[src/design/stk_defines.svh]
/* Bank sizing macros for the stack engine storage bank.
   Include wherever line count, id width or word width is needed. */

`ifndef STK_DEFINES_SVH
`define STK_DEFINES_SVH

// Lines per bank, must be a power of two
// Also sets the depth of the free list
`define STK_BANK_LINES_N 16

// Line id width, log2 of the line count
`define STK_LINE_ID_W $clog2(`STK_BANK_LINES_N)

// Data word width in the line store
`define STK_WORD_W 32

`endif

[src/design/stk_pkg.sv]
/* Shared types of the storage bank: ids, counts, words and the request/response structs.
   Compile first; modules import it in their bodies and use scoped names in port lists. */

`include "stk_defines.svh"

package stk_pkg;

  // Line id, indexes both the free list and the data store
  typedef logic [`STK_LINE_ID_W-1:0] line_id_t;

  // Free count, one extra bit so a full bank of N fits
  typedef logic [`STK_LINE_ID_W:0] cnt_t;

  // Payload word kept per line
  typedef logic [`STK_WORD_W-1:0] word_t;

  // Allocator answer, one-cycle pulse
  // vld and fail are mutually exclusive
  typedef struct packed {
    logic     vld;
    logic     fail;
    line_id_t line;
  } alloc_rsp_t;

  // Data store write
  typedef struct packed {
    line_id_t line;
    word_t    data;
  } wr_req_t;

  // Data store read return
  // vld one cycle after the read strobe
  typedef struct packed {
    logic  vld;
    word_t data;
  } rd_rsp_t;

endpackage : stk_pkg

[src/design/stk_bank_top.sv]
/* Storage bank top, line allocator plus one data word per line.
   Alloc/free go to the allocator; writes and reads address the data store by line id. */

`include "stk_defines.svh"

module stk_bank_top (
  // Clock and reset
    input  logic                clk
  , input  logic                i_rst
  // Init
  , input  logic                i_init
  , output logic                o_busy_r
  // Allocator
  , input  logic                i_alloc
  , input  logic                i_free
  , input  stk_pkg::line_id_t   i_free_line
  , output stk_pkg::alloc_rsp_t o_alloc_rsp_r
  , output stk_pkg::cnt_t       o_free_cnt_r
  // Data store
  , input  logic                i_wr
  , input  stk_pkg::wr_req_t    i_wr_req
  , input  logic                i_rd
  , input  stk_pkg::line_id_t   i_rd_line
  , output stk_pkg::rd_rsp_t    o_rd_rsp_r
);

  import stk_pkg::*;

  logic  rd_vld_r;
  word_t rd_data;

  stk_pipe_al u_al (
      .clk           (clk)
    , .i_rst         (i_rst)
    , .i_init        (i_init)
    , .i_alloc       (i_alloc)
    , .i_free        (i_free)
    , .i_free_line   (i_free_line)
    , .o_busy_r      (o_busy_r)
    , .o_alloc_rsp_r (o_alloc_rsp_r)
    , .o_free_cnt_r  (o_free_cnt_r)
  );

  // Line data store, read-old on a same-line collision
  stk_ram_1r1w #(
      .T     (word_t)
    , .DEPTH (`STK_BANK_LINES_N)
  ) u_data (
      .clk     (clk)
    , .i_wen   (i_wr)
    , .i_waddr (i_wr_req.line)
    , .i_wdata (i_wr_req.data)
    , .i_raddr (i_rd_line)
    , .o_rdata (rd_data)
  );

  // Read valid lines up with the registered read data
  always_ff @(posedge clk) begin
    if (i_rst) begin
      rd_vld_r <= 1'b0;
    end else begin
      rd_vld_r <= i_rd;
    end
  end

  always_comb begin
    o_rd_rsp_r.vld  = rd_vld_r;
    o_rd_rsp_r.data = rd_data;
  end

endmodule : stk_bank_top

[src/design/stk_pipe_al.sv]
/* Line allocator, a circular queue of free line ids held in a 1R1W free list.
   Pops ids on alloc strobes, pushes ids on free strobes, refilled by the init sequencer. */

`include "stk_defines.svh"

module stk_pipe_al (
  // Clock and reset
    input  logic                clk
  , input  logic                i_rst
  // Control
  , input  logic                i_init
  // Alloc and free
  , input  logic                i_alloc
  , input  logic                i_free
  , input  stk_pkg::line_id_t   i_free_line
  // Status and responses
  , output logic                o_busy_r
  , output stk_pkg::alloc_rsp_t o_alloc_rsp_r
  , output stk_pkg::cnt_t       o_free_cnt_r
);

  import stk_pkg::*;

  localparam cnt_t LINES_N = cnt_t'(`STK_BANK_LINES_N);

  // Init sequencer side
  logic     init_wen;
  line_id_t init_waddr;
  line_id_t init_wdata;
  logic     busy;
  logic     busy_q;
  logic     busy_fall;

  // Queue state
  line_id_t head_r;
  line_id_t tail_r;
  logic     alloc_ok;
  logic     free_ok;

  // Free-list ports
  logic     fl_wen;
  line_id_t fl_waddr;
  line_id_t fl_wdata;
  line_id_t fl_rdata;

  // Response pulses
  logic     rsp_vld_r;
  logic     rsp_fail_r;

  stk_pipe_al_init u_init (
      .o_init_wen_r   (init_wen)
    , .o_init_waddr_r (init_waddr)
    , .o_init_wdata_r (init_wdata)
    , .i_init         (i_init)
    , .o_busy_r       (busy)
    , .clk            (clk)
    , .i_rst          (i_rst)
  );

  // Falling edge of busy marks end of init
  always_ff @(posedge clk) begin
    if (i_rst) begin
      busy_q <= 1'b0;
    end else begin
      busy_q <= busy;
    end
  end

  assign busy_fall = busy_q & ~busy;

  // Request qualification
  // During init the count is held at zero, so the cycle after busy falls
  // still refuses allocs; frees there are dropped since the bank is about to be full
  assign alloc_ok = i_alloc & ~busy & (o_free_cnt_r != '0);
  assign free_ok  = i_free & ~busy & ~busy_fall & (o_free_cnt_r != LINES_N);

  // Write port arbitration, init owns the port while busy
  assign fl_wen   = busy ? init_wen   : free_ok;
  assign fl_waddr = busy ? init_waddr : tail_r;
  assign fl_wdata = busy ? init_wdata : i_free_line;

  // Free list, read port parked on the head
  stk_ram_1r1w #(
      .T     (line_id_t)
    , .DEPTH (`STK_BANK_LINES_N)
  ) u_free_list (
      .clk     (clk)
    , .i_wen   (fl_wen)
    , .i_waddr (fl_waddr)
    , .i_wdata (fl_wdata)
    , .i_raddr (head_r)
    , .o_rdata (fl_rdata)
  );

  // Head, tail and free count
  // Pointers wrap naturally, line count is a power of two
  always_ff @(posedge clk) begin
    if (i_rst) begin
      head_r       <= '0;
      tail_r       <= '0;
      o_free_cnt_r <= '0;
    end else if (busy) begin
      // Nothing allocatable until init finishes
      o_free_cnt_r <= '0;
    end else if (busy_fall) begin
      // Every id now sits in the queue, from address 0
      head_r       <= '0;
      tail_r       <= '0;
      o_free_cnt_r <= LINES_N;
    end else begin
      if (alloc_ok) begin
        head_r <= head_r + 1'b1;
      end
      if (free_ok) begin
        tail_r <= tail_r + 1'b1;
      end
      // Simultaneous pop and push leave the count as is
      case ({alloc_ok, free_ok})
        2'b10:   o_free_cnt_r <= o_free_cnt_r - 1'b1;
        2'b01:   o_free_cnt_r <= o_free_cnt_r + 1'b1;
        default: o_free_cnt_r <= o_free_cnt_r;
      endcase
    end
  end

  // Response flags, one cycle per strobe
  always_ff @(posedge clk) begin
    if (i_rst) begin
      rsp_vld_r  <= 1'b0;
      rsp_fail_r <= 1'b0;
    end else begin
      rsp_vld_r  <= alloc_ok;
      rsp_fail_r <= i_alloc & ~alloc_ok;
    end
  end

  // Id comes from the registered head read, captured on the same edge as the flags
  always_comb begin
    o_alloc_rsp_r.vld  = rsp_vld_r;
    o_alloc_rsp_r.fail = rsp_fail_r;
    o_alloc_rsp_r.line = rsp_vld_r ? fl_rdata : '0;
  end

  assign o_busy_r = busy;

endmodule : stk_pipe_al

[src/design/stk_pipe_al_init.sv]
/* Free-list init sequencer, writes each line id to its own address after a start pulse.
   Busy stays high for the whole sequence and the allocator steers the write port on it. */

`include "stk_defines.svh"

module stk_pipe_al_init (
  // Free-list write port
    output logic              o_init_wen_r
  , output stk_pkg::line_id_t o_init_waddr_r
  , output stk_pkg::line_id_t o_init_wdata_r
  // Control and status
  , input  logic              i_init
  , output logic              o_busy_r
  // Clock and reset
  , input  logic              clk
  , input  logic              i_rst
);

  import stk_pkg::*;

  // One-hot states, EXIT is all zeros and is the reset state
  typedef enum logic [2:0] {
    ST_EXIT = 3'b000,
    // Single cycle to clear the address counter
    ST_IDLE = 3'b001,
    // One id written per cycle
    ST_BUSY = 3'b010,
    // Last cycle with busy held high
    ST_DONE = 3'b100
  } state_t;

  localparam line_id_t LAST_ADDR = line_id_t'(`STK_BANK_LINES_N - 1);

  state_t state_r;
  state_t state_nxt;
  logic   st_idle;
  logic   st_busy;
  logic   addr_last;

  // State decode
  assign st_idle   = (state_r == ST_IDLE);
  assign st_busy   = (state_r == ST_BUSY);
  assign addr_last = (o_init_waddr_r == LAST_ADDR);

  // Next state
  always_comb begin
    state_nxt = state_r;
    case (state_r)
      ST_IDLE: begin
        state_nxt = ST_BUSY;
      end
      ST_BUSY: begin
        // Hold until the final line has been written
        if (addr_last) begin
          state_nxt = ST_DONE;
        end
      end
      ST_DONE: begin
        state_nxt = ST_EXIT;
      end
      default: begin
        // EXIT and any illegal code park here
        state_nxt = ST_EXIT;
      end
    endcase
    // Start pulse wins from any state, so a new init restarts the sequence
    if (i_init) begin
      state_nxt = ST_IDLE;
    end
  end

  // State plus status flops
  // Busy and write enable come from next state, so both are clean flop outputs
  always_ff @(posedge clk) begin
    if (i_rst) begin
      state_r      <= ST_EXIT;
      o_busy_r     <= 1'b0;
      o_init_wen_r <= 1'b0;
    end else begin
      state_r      <= state_nxt;
      o_busy_r     <= (state_nxt != ST_EXIT);
      o_init_wen_r <= (state_nxt == ST_BUSY);
    end
  end

  // Address counter
  // Zeroed in IDLE, steps once per BUSY cycle, frozen otherwise
  always_ff @(posedge clk) begin
    if (st_idle) begin
      o_init_waddr_r <= '0;
    end else if (st_busy) begin
      o_init_waddr_r <= o_init_waddr_r + 1'b1;
    end
  end

  // Id written equals its address, queue comes out in ascending order
  assign o_init_wdata_r = o_init_waddr_r;

endmodule : stk_pipe_al_init

[src/design/stk_ram_1r1w.sv]
/* Simple dual-port storage, one write port and one registered read port.
   Payload type is a parameter; used for the free list and for the line data store. */

`include "stk_defines.svh"

module stk_ram_1r1w #(
    parameter type         T     = stk_pkg::word_t
  , parameter int unsigned DEPTH = `STK_BANK_LINES_N
) (
  // Clock
    input  logic              clk
  // Write port
  , input  logic              i_wen
  , input  stk_pkg::line_id_t i_waddr
  , input  T                  i_wdata
  // Read port
  , input  stk_pkg::line_id_t i_raddr
  , output T                  o_rdata
);

  // Storage array, no reset on contents
  T mem_q [DEPTH];

  // Write
  always_ff @(posedge clk) begin
    if (i_wen) begin
      mem_q[i_waddr] <= i_wdata;
    end
  end

  // Registered read, every cycle
  // Same-address write in the same cycle returns the old entry
  always_ff @(posedge clk) begin
    o_rdata <= mem_q[i_raddr];
  end

endmodule : stk_ram_1r1w

[config.mk]
export PLATFORM = sky130hd
export DESIGN_NAME = stk_bank_top
export DESIGN_NICKNAME = d
export VERILOG_FILES = /design/src/design/stk_pkg.sv /design/src/design/stk_bank_top.sv /design/src/design/stk_pipe_al.sv /design/src/design/stk_pipe_al_init.sv /design/src/design/stk_ram_1r1w.sv
export VERILOG_INCLUDE_DIRS = /design/src /design/src/design
export SDC_FILE = /design/constraint.sdc
export NUM_CORES = 1
export LEC_CHECK = 0
export ABC_AREA = 1
export BUFFER_PORTS_ARGS = -buffer_cell sky130_fd_sc_hd__clkbuf_2
export CORE_ASPECT_RATIO = 0.9
export CORE_UTILIZATION = 65
export CTS_CLUSTER_SIZE = 25
export DETAILED_ROUTE_END_ITERATION = 8
export PLACE_DENSITY_LB_ADDON = 0.08
export SLEW_MARGIN = 20
export SYNTH_ARGS = -nofsm -noshare
export SYNTH_HDL_FRONTEND = slang
export SYNTH_SLANG_ARGS = --single-unit
export TNS_END_PERCENT = 100
[constraint.sdc]
create_clock -name clk -period 6.13 [get_ports clk]
set_input_delay 1.226 -clock clk [delete_from_list [all_inputs] [get_ports clk]]
set_output_delay 1.226 -clock clk [all_outputs]
set_load 0.01 [all_outputs]
==> flow_metrics.env <==
export IMPL_drt_iter0_drc=1990
export IMPL_clk_pin_slew_ps=60
export IMPL_clockBufferDepth=3
export IMPL_status="completed"
export IMPL_syn_nets=2323
export IMPL_cts_buffers=60
export IMPL_drc_errors=0
export IMPL_gr_usage_all_layers_pct=28.55
export IMPL_slew_headroom_pct=32.87
export IMPL_hpwl_um=28590
export IMPL_ys_warnings_count=0
export IMPL_max_stage_delay_ps=770
export IMPL_die_area_sq_mm=0.04032
export IMPL_tritoncts="yes"
export IMPL_initial_utilization_pct=66.50
export IMPL_ant_nets=0
export IMPL_met1_usage_pct=41.26
export IMPL_avgViaCountPerCell=5.690
export IMPL_fin_area_sq_mm=0.02824
export IMPL_grt_overflow=0
export IMPL_cp_max_fo=126
export IMPL_die_w_um=211.6
export IMPL_place_congestion=0.8389
export IMPL_hold_path_class="flip-flop to flip-flop"
export IMPL_synth_area_leaders="edfxtp_1 (67%), nand2_1 (10%), dfxtp_1 (4.8%), nand3_1 (4.6%), nor2_1 (3.8%)"
export IMPL_p_per_area_mw_per_mm2=321.1
export IMPL_n_antenna_cell=0
export IMPL_yosysTopAreaCell="edfxtp_1"
export IMPL_grt_use_met2_pct=45.28
export IMPL_netlist_area_sq_mm=0.02569
export IMPL_hold_viol=0
export IMPL_grt_pass1_wl_um=86920
export IMPL_irDropWorstVdd_mv=0.3123
export IMPL_worstSetupPathType="input port to flip-flop"
export IMPL_nets=2382
export IMPL_syn_avg_cell_area_sq_um=11.35
export IMPL_die_height_um=190.6
export IMPL_core_area_sq_mm=0.03863
export IMPL_grt_pass1_vias=15550
export IMPL_p_leak_nw=10.77
export IMPL_crit_path_top_delay_cell="inv_6"
export IMPL_wl_um=56180
export IMPL_met3_usage_pct=4.743
export IMPL_cts_max_level=2
export IMPL_crit_path_frequent_cell="nand2_1"
export IMPL_maxCapViolations=0
export IMPL_startpoint_type="input port"
export IMPL_syn2layout_area_growth_pct=9.931
export IMPL_dpl_cell_area_sq_mm=0.02641
export IMPL_first_pass_iters=6
export IMPL_synth_enable_flop_cells=576
export IMPL_ys_ff_latch=638
export IMPL_rows=68
export IMPL_syn_instance_count=2264
export IMPL_timing_fmax_mhz=345.4
export IMPL_clock_latency_ps=630
export IMPL_rsz0062_at_grt="no"
export IMPL_period_share_pct=47.22
export IMPL_nFillCells=2646
export IMPL_synthFlopType="edfxtp_1"
export IMPL_crit_arrival_ps=3450
export IMPL_synthArstFlopShare_pct=0
export IMPL_tightest_slew_ps=1001
export IMPL_root_buffer="clkbuf_16"
export IMPL_crit_chain="clkbuf_8 -> inv_6 -> buf_12 -> nand2_1 -> nand2_1 -> nand2_1 -> nand3_1 -> nand3_1 -> nand2_1"
export IMPL_skew_ps=28.67
export IMPL_fin_crit_ps=2895
export IMPL_drv_slew=0
export IMPL_antenna_found_initial=1
export IMPL_dr_total_vias=16490
export IMPL_setup_viol=0
export IMPL_cts_setup_buffers=0
export IMPL_post_drt_wl_per_cell_um=19.39
export IMPL_drive_gt1_share_pct=9.608
export IMPL_clkSinkCount=638
export IMPL_synthTopCellsByCount="nand2_1 (716), edfxtp_1 (576), nor2_1 (261)"
export IMPL_crit_path_end_kind="flip-flop"
export IMPL_required_ps=6690
export IMPL_busiest_layer="met2"
export IMPL_synth_top_area_share_pct=67.33
export IMPL_pin_count=96
export IMPL_synth_cell_types=30
export IMPL_portBuffers=95
export IMPL_synth_most_common_cell="nand2_1"
export IMPL_yosysSeqAreaShare_pct=72.16
export IMPL_cts_resized=0
export IMPL_fin_tns_setup_ps=0
export IMPL_grt_max_degree=222
export IMPL_cts_hold_buf=0
==> routing by layer <==
metal,routed length [um],up-vias
met1,23770,7856
met4,1158,0
li1,-,7836
met2,26540,697
met5,0,-
met3,4709,101
==> sequential cells by signal, summed over array words and instances, names as in the netlist, 3 cells and up <==
register	count
u_al.u_free_list.mem_q	64
u_data.o_rdata	32
u_al.o_free_cnt_r	5
u_data.mem_q	512
u_al.u_init.o_init_waddr_r	4
u_al.u_init.state_r	3
u_al.head_r	4
u_al.tail_r	4
u_al.u_free_list.o_rdata	4
==> power breakdown <==
| part | internal (mW) | total (mW) | switching (mW) |
|---|---|---|---|
| Sequential | 4.86 | 4.91 | 0.0461 |
| Clock | 1.93 | 3.48 | 1.55 |
| Combinational | 0.196 | 0.676 | 0.480 |
| Total | 7.00 | 9.07 | 2.07 |
==> worst paths after layout <==
path / slack, ps / endpoint / from / cells after the start
hold / removal: 490 / u_al.u_init.o_init_waddr_r[3]$_SDFFE_PN0P_ / u_al.u_init.o_init_waddr_r[3]$_SDFFE_PN0P_ / 2
setup reg to reg: 3720 / u_al.o_free_cnt_r[3]$_SDFFE_PP0P_ / u_al.u_init.o_busy_r$_SDFF_PP0_ / 14
hold reg to reg: 490 / u_al.u_init.o_init_waddr_r[3]$_SDFFE_PN0P_ / u_al.u_init.o_init_waddr_r[3]$_SDFFE_PN0P_ / 2
setup / recovery: 3240 / u_data.o_rdata[26]$_DFF_P_ / i_rd_line[0] / 9
==> critical path: cells and delay by family <==
| kind | cells | cell delay, ps |
|---|---|---|
| buffers and inverters | 3 | 1480 |
| AND/OR/NAND/NOR | 6 | 540 |
==> cell families (layout without fill, tap and decap cells) <==
family	after synthesis	after routing	share of synthesized area [%]
AOI/OAI and AO/OA	173	173	3.780
xor gates and xnor gates	3	3	0.1023
adders and majority gates	8	8	0.4189
buffers and inverters	216	325	4.354
DFF	638	638	72.16
and+or+nand+nor	1226	1226	19.18
==> metrics by stage <==
step | total power [mW] | utilization [%] | hold WS [ps] | setup slack [ps] | cells
2_1_floorplan | 5.450 | - | 456.4 | 2014 | 2264
3_3_place_gp | 5.654 | 68.37 | 473.0 | 2596 | 2786
3_5_place_dp | 5.674 | 68.37 | 483.1 | 2548 | 2786
4_1_cts | 9.107 | 73.10 | 492.4 | 3165 | 2898
5_1_grt | 9.359 | 73.11 | 511.8 | 3073 | 2898
6_report | 9.067 | 73.11 | 490.8 | 3235 | 2898
==> cell type report <==
class | count | area [sq um] | share of cell area [%]
clock buffers | 82 | 1625 | 5.755
clock inverters | 30 | 201.4 | 0.7133
inverters | 93 | 361.6 | 1.280
multi-input cells | 1410 | 6147 | 21.77
flip-flops and latches | 638 | 18540 | 65.64
well taps | 525 | 656.9 | 2.326
repair buffers | 120 | 709.4 | 2.512
==> placed cells by master, fill, tap and decap left out, drive strengths merged, types with 3 or more instances in the layout <==
cell type  instances
a21oi             19
buf               26
clkbuf           176
clkinv            24
dfxtp             62
edfxtp           576
ha                 7
inv               96
nand2            719
nand3            236
nand4              3
nor2             262
nor3               6
o211ai            39
o21ai            112
xor2               3
Note: power is estimated with default switching activity, not from simulation.
